`config.mk`:
```
export PLATFORM = sky130hd
export DESIGN_NAME = mq_buffer_top
export DESIGN_NICKNAME = d
export VERILOG_FILES = /design/src/mq_pkg.sv /design/src/mem_pkg.sv /design/src/mem_if.sv /design/src/dp_ram.sv /design/src/free_list.sv /design/src/occ_monitor.sv /design/src/queue_ctrl.sv /design/src/mq_buffer_top.sv
export SDC_FILE = /design/constraint.sdc
export NUM_CORES = 2
export LEC_CHECK = 0
export BUFFER_PORTS_ARGS = -buffer_cell sky130_fd_sc_hd__buf_2
export CORE_ASPECT_RATIO = 1.2
export CORE_UTILIZATION = 55
export DETAILED_ROUTE_END_ITERATION = 10
export GPL_TIMING_DRIVEN = 0
export MAX_ROUTING_LAYER = met4
export PLACE_DENSITY = 0.73
export SYNTH_ARGS = -nofsm -noshare
export SYNTH_HDL_FRONTEND = slang
export SYNTH_SLANG_ARGS = --single-unit
```
`constraint.sdc`:
```
create_clock -name clk -period 7.5 [get_ports clk]
set_clock_uncertainty 0.15 [all_clocks]
set_input_delay 1.5 -clock clk [delete_from_list [all_inputs] [get_ports clk]]
set_output_delay 1.5 -clock clk [all_outputs]
set_load 0.05 [all_outputs]
```
`src/mq_pkg.sv`:
```
/*
  Queue-side definitions for the shared-buffer multi-queue.
  Holds the number of logical queues and the types for queue ids,
  occupancy counts and data items.
*/
`default_nettype none

package mq_pkg;

  localparam int num_que = 8;
  localparam int que_w   = $clog2(num_que);

  // a count must reach 64, the whole buffer in one queue.
  localparam int cnt_w  = 7;
  localparam int item_w = 16;

  typedef logic [que_w-1:0]  que_t;
  typedef logic [cnt_w-1:0]  cnt_t;
  typedef logic [item_w-1:0] item_t;

endpackage

`default_nettype wire

```
`src/mem_pkg.sv`:
```
/*
  Buffer memory definitions: entry count, pointer and stack level types.
*/
`default_nettype none

package mem_pkg;

  localparam int num_buf = 64;
  localparam int ptr_w   = $clog2(num_buf);

  typedef logic [ptr_w-1:0] ptr_t;
  typedef logic [ptr_w:0]   lvl_t;  // one bit wider so a full stack fits.

endpackage

`default_nettype wire

```
`src/mem_if.sv`:
```
/*
  Simple dual-port memory interface.
  One write port and one read port, payload type set per instance.
  Read data returns one cycle after the read strobe.
*/
`timescale 1ns/1ns
`default_nettype none

interface mem_if #(
  parameter type payload_t = logic
);
  import mem_pkg::*;

  logic     we;
  ptr_t     waddr;
  payload_t wdata;
  logic     re;
  ptr_t     raddr;
  payload_t rdata;

  modport ctrl (output we, waddr, wdata, re, raddr, input rdata);
  modport mem (input we, waddr, wdata, re, raddr, output rdata);

endinterface

`default_nettype wire

```
`src/dp_ram.sv`:
```
/*
  One-write, one-read synchronous RAM with a registered read.
  A write and a read to the same address in one cycle return the new word.
*/
`timescale 1ns/1ns
`default_nettype none

module dp_ram #(
  parameter type payload_t = logic
) (
  input logic clk,
  mem_if.mem  mem
);
  import mem_pkg::*;

  payload_t ram [num_buf];

  always_ff @(posedge clk) begin
    if (mem.we) begin
      ram[mem.waddr] <= mem.wdata;
    end
    if (mem.re) begin
      if (mem.we && (mem.waddr == mem.raddr)) begin
        mem.rdata <= mem.wdata;  // bypass the array on a collision.
      end else begin
        mem.rdata <= ram[mem.raddr];
      end
    end
  end

endmodule

`default_nettype wire

```
`src/free_list.sv`:
```
/*
  Free pointer list.
  A stack that starts out holding every buffer pointer. alloc takes the
  top entry and rel returns one. When both fire together the returned
  pointer goes straight back out and the stack is left alone.
*/
`timescale 1ns/1ns
`default_nettype none

module free_list (
  input  logic          clk,
  input  logic          rst,
  input  logic          alloc,
  output mem_pkg::ptr_t alloc_ptr,
  output logic          avail,
  input  logic          rel,
  input  mem_pkg::ptr_t rel_ptr
);
  import mem_pkg::*;

  ptr_t stk [num_buf];
  lvl_t lvl;
  ptr_t top_idx;

  assign top_idx = ptr_t'(lvl - 1'b1);
  assign avail = (lvl != '0);

  // a pointer coming back this cycle is handed out ahead of the stack.
  assign alloc_ptr = rel ? rel_ptr : stk[top_idx];

  always_ff @(posedge clk) begin
    if (rst) begin
      for (int i = 0; i < num_buf; i++) begin
        stk[i] <= ptr_t'(i);
      end
      lvl <= lvl_t'(num_buf);
    end else begin
      if (alloc && !rel) begin
        lvl <= lvl - 1'b1;
      end else if (rel && !alloc) begin
        stk[ptr_t'(lvl)] <= rel_ptr;
        lvl <= lvl + 1'b1;
      end
    end
  end

endmodule

`default_nettype wire

```
`src/occ_monitor.sv`:
```
/*
  Occupancy monitor.
  Counts the entries of every queue, refuses a pop on an empty queue
  with a one-cycle error pulse, and answers host reads of a count.
*/
`timescale 1ns/1ns
`default_nettype none

module occ_monitor (
  input  logic         clk,
  input  logic         rst,
  input  logic         push_acc,
  input  mq_pkg::que_t pu_que,
  input  logic         pop,
  input  mq_pkg::que_t po_que,
  output logic         pop_acc,
  output logic         po_err,
  input  logic         cp_read,
  input  mq_pkg::que_t cp_adr,
  output logic         cp_vld,
  output mq_pkg::cnt_t cp_dout
);
  import mq_pkg::*;

  cnt_t cnt [num_que];
  que_t cp_adr_q;

  assign pop_acc = pop && (cnt[po_que] != '0);
  assign cp_dout = cnt[cp_adr_q];  // counts already hold the updates of the request cycle.

  always_ff @(posedge clk) begin
    if (rst) begin
      for (int q = 0; q < num_que; q++) begin
        cnt[q] <= '0;
      end
      po_err <= 1'b0;
      cp_vld <= 1'b0;
    end else begin
      for (int q = 0; q < num_que; q++) begin
        cnt[q] <= cnt[q] + cnt_t'(push_acc && (pu_que == que_t'(q)))
                         - cnt_t'(pop_acc && (po_que == que_t'(q)));
      end
      po_err <= pop && !pop_acc;
      cp_vld <= cp_read;
    end
  end

  always_ff @(posedge clk) begin
    cp_adr_q <= cp_adr;
  end

endmodule

`default_nettype wire

```
`src/queue_ctrl.sv`:
```
/*
  Queue controller.
  Keeps a head and tail pointer per queue, with the entries of each
  queue chained through the link memory. A push writes the item and
  links it behind the old tail. A pop reads the head item and its link,
  then loads the new head and frees the old one a cycle later.
*/
`timescale 1ns/1ns
`default_nettype none

module queue_ctrl (
  input  logic          clk,
  input  logic          rst,
  input  logic          push,
  input  mq_pkg::que_t  pu_que,
  input  mq_pkg::item_t pu_din,
  output logic          push_acc,
  input  logic          pop,
  input  mq_pkg::que_t  po_que,
  input  logic          pop_acc,
  output logic          pop_rdy,
  output logic          po_vld,
  output mq_pkg::item_t po_dout,
  output logic          alloc,
  input  mem_pkg::ptr_t alloc_ptr,
  input  logic          avail,
  output logic          rel,
  output mem_pkg::ptr_t rel_ptr,
  mem_if.ctrl           link,
  mem_if.ctrl           data
);
  import mq_pkg::*;
  import mem_pkg::*;

  ptr_t               head [num_que];
  ptr_t               tail [num_que];
  logic [num_que-1:0] emp;
  logic               pu_emp;
  logic               pop_fire;
  logic               pop_last;
  logic               pop_busy;
  logic               pop_adv;
  que_t               pop_q;
  ptr_t               pop_ptr;

  assign push_acc = push && avail;
  assign pu_emp   = emp[pu_que];
  assign pop_fire = pop && pop_rdy && pop_acc;

  // a one-entry queue drains, unless a push on it refills it now.
  assign pop_last = (head[po_que] == tail[po_que]) && !(push_acc && (pu_que == po_que));

  assign pop_rdy = !pop_busy;  // low while the next head is in flight.
  assign po_vld  = pop_busy;
  assign po_dout = data.rdata;
  assign alloc   = push_acc;
  assign rel     = pop_busy;
  assign rel_ptr = pop_ptr;

  assign data.we    = push_acc;
  assign data.waddr = alloc_ptr;
  assign data.wdata = pu_din;
  assign data.re    = pop_fire;
  assign data.raddr = head[po_que];

  // an empty queue has no tail to link from.
  assign link.we    = push_acc && !pu_emp;
  assign link.waddr = tail[pu_que];
  assign link.wdata = alloc_ptr;
  assign link.re    = pop_fire;
  assign link.raddr = head[po_que];

  always_ff @(posedge clk) begin
    if (rst) begin
      emp      <= '1;
      pop_busy <= 1'b0;
    end else begin
      pop_busy <= pop_fire;
      if (push_acc) begin
        emp[pu_que] <= 1'b0;
      end
      if (pop_fire && pop_last) begin
        emp[po_que] <= 1'b1;
      end
    end
  end

  always_ff @(posedge clk) begin
    pop_q   <= po_que;
    pop_ptr <= head[po_que];
    pop_adv <= pop_fire && !pop_last;
    if (push_acc) begin
      tail[pu_que] <= alloc_ptr;
      if (pu_emp) begin
        head[pu_que] <= alloc_ptr;
      end
    end
    // the link word of the old head names the next entry.
    if (pop_adv) begin
      head[pop_q] <= link.rdata;
    end
  end

endmodule

`default_nettype wire

```
`src/mq_buffer_top.sv`:
```
/*
  Shared-buffer multi-queue.
  Eight FIFO queues of 16-bit items kept as linked lists in one
  64-entry buffer, with per-queue occupancy counts readable by the host.
*/
`timescale 1ns/1ns
`default_nettype none

module mq_buffer_top (
  input  logic          clk,
  input  logic          rst,
  input  logic          push,
  input  mq_pkg::que_t  pu_que,
  input  mq_pkg::item_t pu_din,
  output logic          full,
  input  logic          pop,
  input  mq_pkg::que_t  po_que,
  output logic          pop_rdy,
  output logic          po_vld,
  output mq_pkg::item_t po_dout,
  output logic          po_err,
  input  logic          cp_read,
  input  mq_pkg::que_t  cp_adr,
  output logic          cp_vld,
  output mq_pkg::cnt_t  cp_dout
);
  import mq_pkg::*;
  import mem_pkg::*;

  logic push_acc;
  logic pop_acc;
  logic alloc;
  ptr_t alloc_ptr;
  logic avail;
  logic rel;
  ptr_t rel_ptr;

  mem_if #(.payload_t(ptr_t))  link_if ();
  mem_if #(.payload_t(item_t)) data_if ();

  assign full = !avail;

  free_list u_free_list (
    .clk, .rst, .alloc, .alloc_ptr, .avail, .rel, .rel_ptr
  );

  queue_ctrl u_queue_ctrl (
    .clk, .rst, .push, .pu_que, .pu_din, .push_acc,
    .pop, .po_que, .pop_acc, .pop_rdy, .po_vld, .po_dout,
    .alloc, .alloc_ptr, .avail, .rel, .rel_ptr,
    .link (link_if.ctrl),
    .data (data_if.ctrl)
  );

  // only a pop offered while pop_rdy is high is judged for emptiness.
  occ_monitor u_occ_monitor (
    .clk, .rst, .push_acc, .pu_que,
    .pop (pop && pop_rdy),
    .po_que, .pop_acc, .po_err, .cp_read, .cp_adr, .cp_vld, .cp_dout
  );

  dp_ram #(.payload_t(ptr_t)) link_ram (
    .clk,
    .mem (link_if.mem)
  );

  dp_ram #(.payload_t(item_t)) data_ram (
    .clk,
    .mem (data_if.mem)
  );

endmodule

`default_nettype wire

```
== Yosys cells after proc, flatten, opt, wreduce, memory -nomap -nowiden ==
Memories as Yosys holds them, arrays and structs flattened. A register that Yosys moved wholly into a read port is not among the register bits.
Cells that the tools add are included.

* Input port bits: 30
* Word-level logic and storage cells: 145
* Output and inout bits: 28
* RAM bits: 1944
* Memories: 6
* Bits in registers: 28

{| class="wikitable"
|+ Memories
! memory !! depth !! width !! read ports !! clocked after memory_dff !! write ports !! RTL line !! RTL
|-
| data_ram.ram || 64 || 16 || 1 || 1 || 1 || dp_ram.sv:16 || <nowiki>payload_t ram [num_buf];</nowiki>
|-
| link_ram.ram || 64 || 6 || 1 || 1 || 1 || dp_ram.sv:16 ||
|-
| u_free_list.stk || 64 || 6 || 1 || 0 || 64 || free_list.sv:21 || <nowiki>ptr_t stk [num_buf];</nowiki>
|-
| u_occ_monitor.cnt || 8 || 7 || 10 || 1 || 8 || occ_monitor.sv:25 || <nowiki>cnt_t cnt [num_que];</nowiki>
|-
| u_queue_ctrl.head || 8 || 6 || 1 || 0 || 2 || queue_ctrl.sv:35 || <nowiki>ptr_t head [num_que];</nowiki>
|-
| u_queue_ctrl.tail || 8 || 6 || 2 || 0 || 1 || queue_ctrl.sv:36 || <nowiki>ptr_t tail [num_que];</nowiki>
|}

* Bitwise logic cells: 11
* Add/subtract/negate cells: 18
* Multiplexer cells: 39
* Order comparisons: 4
* Reduce and logical (&&, ||, !) cells: 43
* Eq/ne operators: 16

{| class="wikitable"
|+ Operator list
! kind !! count
|-
| $mux 7 || 10
|-
| $add 7x1->7 || 8
|-
| $sub 7x1->7 || 8
|-
| $logic_and 1x1->1 || 30
|-
| $eq 3x3->1 const B || 8
|-
| $mux 8 || 3
|-
| $mux 1 || 20
|-
| $mux 6 || 3
|-
| $reduce_bool 7->1 || 2
|-
| $eq 3x2->1 const B || 4
|-
| $and 8x8->8 || 1
|-
| $lt 3x4->1 const B || 2
|-
| $not 8->8 || 1
|-
| $or 1x1->1 || 8
|-
| $or 8x8->8 || 1
|-
| $add 7x1->7 const B || 1
|-
| $logic_not 1->1 || 7
|-
| $sub 7x1->7 const B || 1
|-
| $demux 1 s3 || 2
|-
| $eq 3x1->1 const B || 2
|-
| $eq 6x6->1 || 1
|-
| $ge 3x1->1 const B || 2
|-
| $logic_not 3->1 || 2
|-
| $reduce_or 6->1 || 1
|-
| other kinds (3) || 3
|}

== Depth between registers and ports, before layout ==
* Depth in word-level cells: 10
* Depth in mapped cells: 22
* Depth with buffers taken out: 20

== Modules after synthesis ==
From an unflattened synthesis, not the netlist that was laid out.

* Cells, all modules: 5276
* Area total of the unflattened synthesis: 85455.7 um2

{| class="wikitable"
|+ Modules (own cells, without submodules)
! module !! cells an instance !! seq. area each (um2) !! area an instance (um2) !! instances
|-
| dp_ram at data_ram || 2114 || 31230.0 || 40630.2 || 1
|-
| free_list || 1353 || 11671.2 || 18459.0 || 1
|-
| dp_ram at link_ram || 818 || 11711.2 || 15544.9 || 1
|-
| queue_ctrl || 433 || 3263.1 || 6020.8 || 1
|-
| occ_monitor || 556 || 1221.2 || 4790.8 || 1
|-
| mq_buffer_top || 2 || 0.0 || 10.0 || 1
|}

== Worst setup path before layout ==
No wires, ideal clock.

* Path type: input to register
* Start point: input port po_que[0]
* End point: memory u_occ_monitor.cnt[0][6] (netlist bit)
* Buffers on the path: 3
* Cell stages on the path: 20
* Library setup time: 0.128 ns
* Slack: 0.233 ns
* Data arrival time: 6.990 ns
* Data required time: 7.222 ns
* Path through: clkbuf_1 -> buf_1 -> clkbuf_1 -> a311oi_1 -> a21o_1 -> nor3b_1 -> nand2b_1 -> nor3_1 -> ha_1 -> inv_1 -> ha_1 -> inv_1 -> fa_1 -> nor2b_1 -> o21ai_0 -> nand2b_1 -> a21o_1 -> a21oi_1 -> xnor2_1 -> nor2_1

{| class="wikitable"
|+ RTL lines
! item !! RTL line !! RTL
|-
| start, declared || mq_buffer_top.sv:17 || <nowiki>input mq_pkg::que_t po_que,</nowiki>
|-
| end, declared || occ_monitor.sv:25 ||
|}

== Worst setup path in the final report ==
* Start point: register u_free_list.lvl[0]
* End point: memory data_ram.ram[29][4] (netlist bit), enable pin

* Word-level cells in the longest chain between the ends: 4
* Elaborated cells on any way between the ends: 7
* Classes of those cells: add/sub (1); mux (3); reduce/logical (2); memory (1)

{| class="wikitable"
|+ Ends and longest elaborated chain
! item !! RTL line !! RTL
|-
| start, declared || free_list.sv:22 || <nowiki>lvl_t lvl;</nowiki>
|-
| start signal, assigned || free_list.sv:36 || <nowiki>lvl <= lvl_t'(num_buf);</nowiki>
|-
| start signal, assigned || free_list.sv:39 || <nowiki>lvl <= lvl - 1'b1;</nowiki>
|-
| start signal, assigned || free_list.sv:42 || <nowiki>lvl <= lvl + 1'b1;</nowiki>
|-
| branches (longest 4 deep; another with $sub 7x1->7) || n/a ||
|-
| end, declared || dp_ram.sv:16 ||
|}

Parallel ways; which one is timed is not known.

==> summary.txt <==
Route
  • DRT iter0 DRCs: 7280
  • Routed Antenna Nets: 0
  • Routed vias/inst: 6.33
  • First-pass detailed-route iteration total: 9
  • Routed len/inst: 28.6 um
  • Total number of vias: 56600
  • Aggregate routed wire length: 256000 um
  • Drt drc: 0

Synthesis
  • Unique masters post-synth: 74
  • Syn_area_per_cell: 13.4 um2
  • Async set-reset flop share out of synthesis: 0%
  • Synth warn: 0
  • Syn_nets: 6506
  • Largest family of logic cells by synthesized area: simple AND/OR/NAND/NOR gates
  • Sequential share of the synthesized area: 69.1%
  • XOR/XNOR Fraction of Synth Area: 0.727%
  • Synth Area in Compound Gates: 4.98%
  • Synthesized area: 85600 um2
  • EDFF count, synth: 1910
  • Post-Synth Simple-Gate Area: 15.0%
  • Post-Synthesis Cells: 6407
  • Adder-Cell Fraction of Synth Area: 1.08%
  • Ys flop type: edfxtp_1
  • Synth Register Bits: 1997
  • Mux contribution to synthesized area: 6.50%

GRT
  • Largest net degree at the start of global routing: 82
  • Vias in the first global route: 54900
  • First-pass GRT wire length: 368000 um
  • GRT Residual Overflow: 0
  • Tot GR Track Use: 33.7%
  • Initial antenna violation count: 8

Floorplanning
  • Die H: 434 um
  • Die ar.: 157000 um2
  • Core Rows: 158
  • IO Count: 58
  • Initial Utilization: 55.4%
  • Core Box Area: 154000 um2
  • Die Width: 362 um

CTS
  • Clk root buf: clkbuf_16
  • Clk sinks: 1997
  • Reg clk slew, reported paths: 0.06 ns
  • Htree depth: 4
  • Max clock buf depth: 3
  • Worst skew pair latency: 0.86 ns
  • Total CTS buffers: 187
  • CTS tree: yes

Pwr
  • Clk network pwr share: 28.7%
  • Switch share: 34.2%
  • Comb power frac: 28.4%
  • Leakage power: 31.9 nW
  • Pint: 21.9 mW
  • Worst vdd ir: 0.368 mV
  • Power Density: 347 nW/um2
  • Sequential share of power: 43.0%
  • NetSw: 11.3 mW

Timing
  • Fin. max-slew vios: 7
  • Final hold viol count: 0
  • RSZ-0062 raised after global routing: false
  • Worst setup margin: 0.0261 ns
  • Worst slew margin: -1.38%
  • Final setup violating endpoints: 0
  • Max Fclk: 0.134 GHz
  • Post-route minimum period: 7.47 ns
  • Actual slew at the worst max-slew pin: 1.50 ns
  • Final period utilization: 99.7%

Layout
  • Area occupied by multi-input gates: 24700 um2
  • Fillers: 11500
  • Nets@finish: 6792
  • Layout cells sized above 1: 11.7%
  • Final Cell Area: 95600 um2
  • Area Overhead vs Synth: 11.7%
  • Register area: 59100 um2

Flow run
  • Max-cap check violation count: 1

Critical path
  • CP required: 7.89 ns
  • CP endpoint kind: flip-flop
  • CP startpoint kind: flip-flop
  • Kind of critical path: flip-flop to flip-flop
  • CP max FO: 11
  • Worst Path Arrival: 7.87 ns

Placement
  • Post-place setup slack: -1.83 ns
  • Post-DP HPWL: 173000 um
  • Post-DP Area: 88800 um2
  • Port Buf Inserts: 55
  • GPL Wtd Cong: 1.06

Outcome
  • Outcome: finished with violations
  • Failing checks: capacitance limit, slew limit

Worst hold path
  • Worst Hold Class: flip-flop to flip-flop
## layout by cell type (no fill, tap or decap), types with 66 or more instances in the layout
cell       instances
nor2_1           265
or2_2             66
clkbuf_1         345
mux2i_1          159
buf_2            105
nand3_1          346
a21oi_1           80
mux4_2           160
a31oi_1          140
edfxtp_1        1910
clkbuf_16        190
or3_1            194
and3_1           171
dfxtp_1           87
nand2_1         1263
inv_1             91
o22ai_1           69
a311oi_1         129
and2_1           198
## metal layers
| metal | vias to the layer above | GRT usage, % | wire length, um |
|---|---|---|---|
| met5 | - | - | 0 |
| met4 | 0 | 24.0 | 21800 |
| met3 | 879 | 6.10 | 23500 |
| met2 | 3405 | 53.4 | 123000 |
| met1 | 27900 | 38.8 | 88100 |
| li1 | 24400 | - | - |
## registers in the layout, indices dropped and copies added, names as in the netlist, 8 cells and up, named ones only
name and count:
data_ram.ram 1024, link_ram.ram 384, u_free_list.stk 384, u_occ_monitor.cnt 56, u_queue_ctrl.head 48, u_queue_ctrl.tail 48, data_ram.mem.rdata 16, u_queue_ctrl.emp 8
## synth_stat cells (129+ instances only)
library cell	instances	area (um2)
a311oi_1	129	1130
a31oi_1	140	876
and2_1	198	1240
and3_1	171	1070
clkbuf_1	306	1150
edfxtp_1	1910	57400
mux2i_1	161	1610
mux4_2	160	3600
nand2_1	1265	4750
nand3_1	353	1770
nor2_1	327	1230
or3_1	194	1210
## area by class of cell
type	count	share of cell area, %
clock buffer	235	5.16
inverter	103	0.407
tap	2080	2.72
clock inverter	111	1.19
timing repair buffer	97	0.859
antenna	7	0.0183
buffer	451	1.98
multi-input combinational	3856	25.8
sequential	1997	61.8
## repair_timing
action | 4_1_cts | 5_1_grt
pin swaps | 1 | 3
hold buffers | 0 | 0
hold endpoints to repair | 0 | 0
buffers inserted | 7 | 11
resized for setup | 116 | 15
endpoints found under the setup margin | 1030 | 920
## worst paths after layout
path | slack [ns] | to | startpoint | cells past startpoint
max reg2reg | 0.03 | data_ram.ram[29][4]$_DFFE_PP_ | u_free_list.lvl[0]$_SDFFE_PP0P_ | 20
min | 0.33 | u_queue_ctrl.emp[1]$_SDFF_PP1_ | u_queue_ctrl.emp[1]$_SDFF_PP1_ | 2
max | 0.03 | data_ram.ram[29][4]$_DFFE_PP_ | u_free_list.lvl[0]$_SDFFE_PP0P_ | 20
min reg2reg | 0.33 | u_queue_ctrl.emp[1]$_SDFF_PP1_ | u_queue_ctrl.emp[1]$_SDFF_PP1_ | 2
## cell families (layout without fill, tap and decap cells)
logic type / count (synthesis) / after routing
other: 0 / 7
buffers and inverters: 554 / 997
and+or+nand+nor: 2754 / 2754
DFF: 1997 / 1997
adders and majority gates: 69 / 69
AOI/OAI and AO/OA: 614 / 614
muxes: 348 / 348
xor gates and xnor gates: 71 / 71
## power groups by stage
stage / clock (mW) / sequential (mW) / combinational [mW]
floorplan: 0 / 14.5 / 5.02
global placement: 0 / 14.6 / 8.36
detailed placement: 0 / 14.5 / 8.74
CTS: 9.53 / 14.3 / 9.11
global route: 9.93 / 14.3 / 9.82
finish: 9.52 / 14.3 / 9.41
## worst max-delay path: stages (launching register included)
cell      delay, ns
dfxtp_1        0.37
buf_6          0.23
buf_6          0.28
buf_6          0.31
buf_6          0.29
inv_2          0.16
ha_1           0.30
buf_2          0.32
clkbuf_4       0.44
buf_4          0.39
buf_4          0.37
mux4_2         0.26
mux2i_1        0.18
a21oi_1        0.25
o221ai_1       0.30
mux2_2         0.37
o21ai_1        0.47
clkbuf_4       0.44
nand3_4        0.43
nor2_2         0.51
buf_4          0.29
## per-stage QoR
step                       TNS, ns  utilization, %  total power, mW  instances  hold WS [ns]
after global placement    -2410.24            57.3             23.0       8542         0.313
after global routing             0            61.9             34.1       8935         0.361
after floorplan                  0               -             19.6       6407         0.287
final                            0            61.9             33.2       8937         0.335
after CTS                 -0.00848            61.8             32.9       8918         0.336
after detailed placement  -1085.94            57.5             23.3       8565         0.322
No activity file was read; power rests on OpenSTA's default activity.
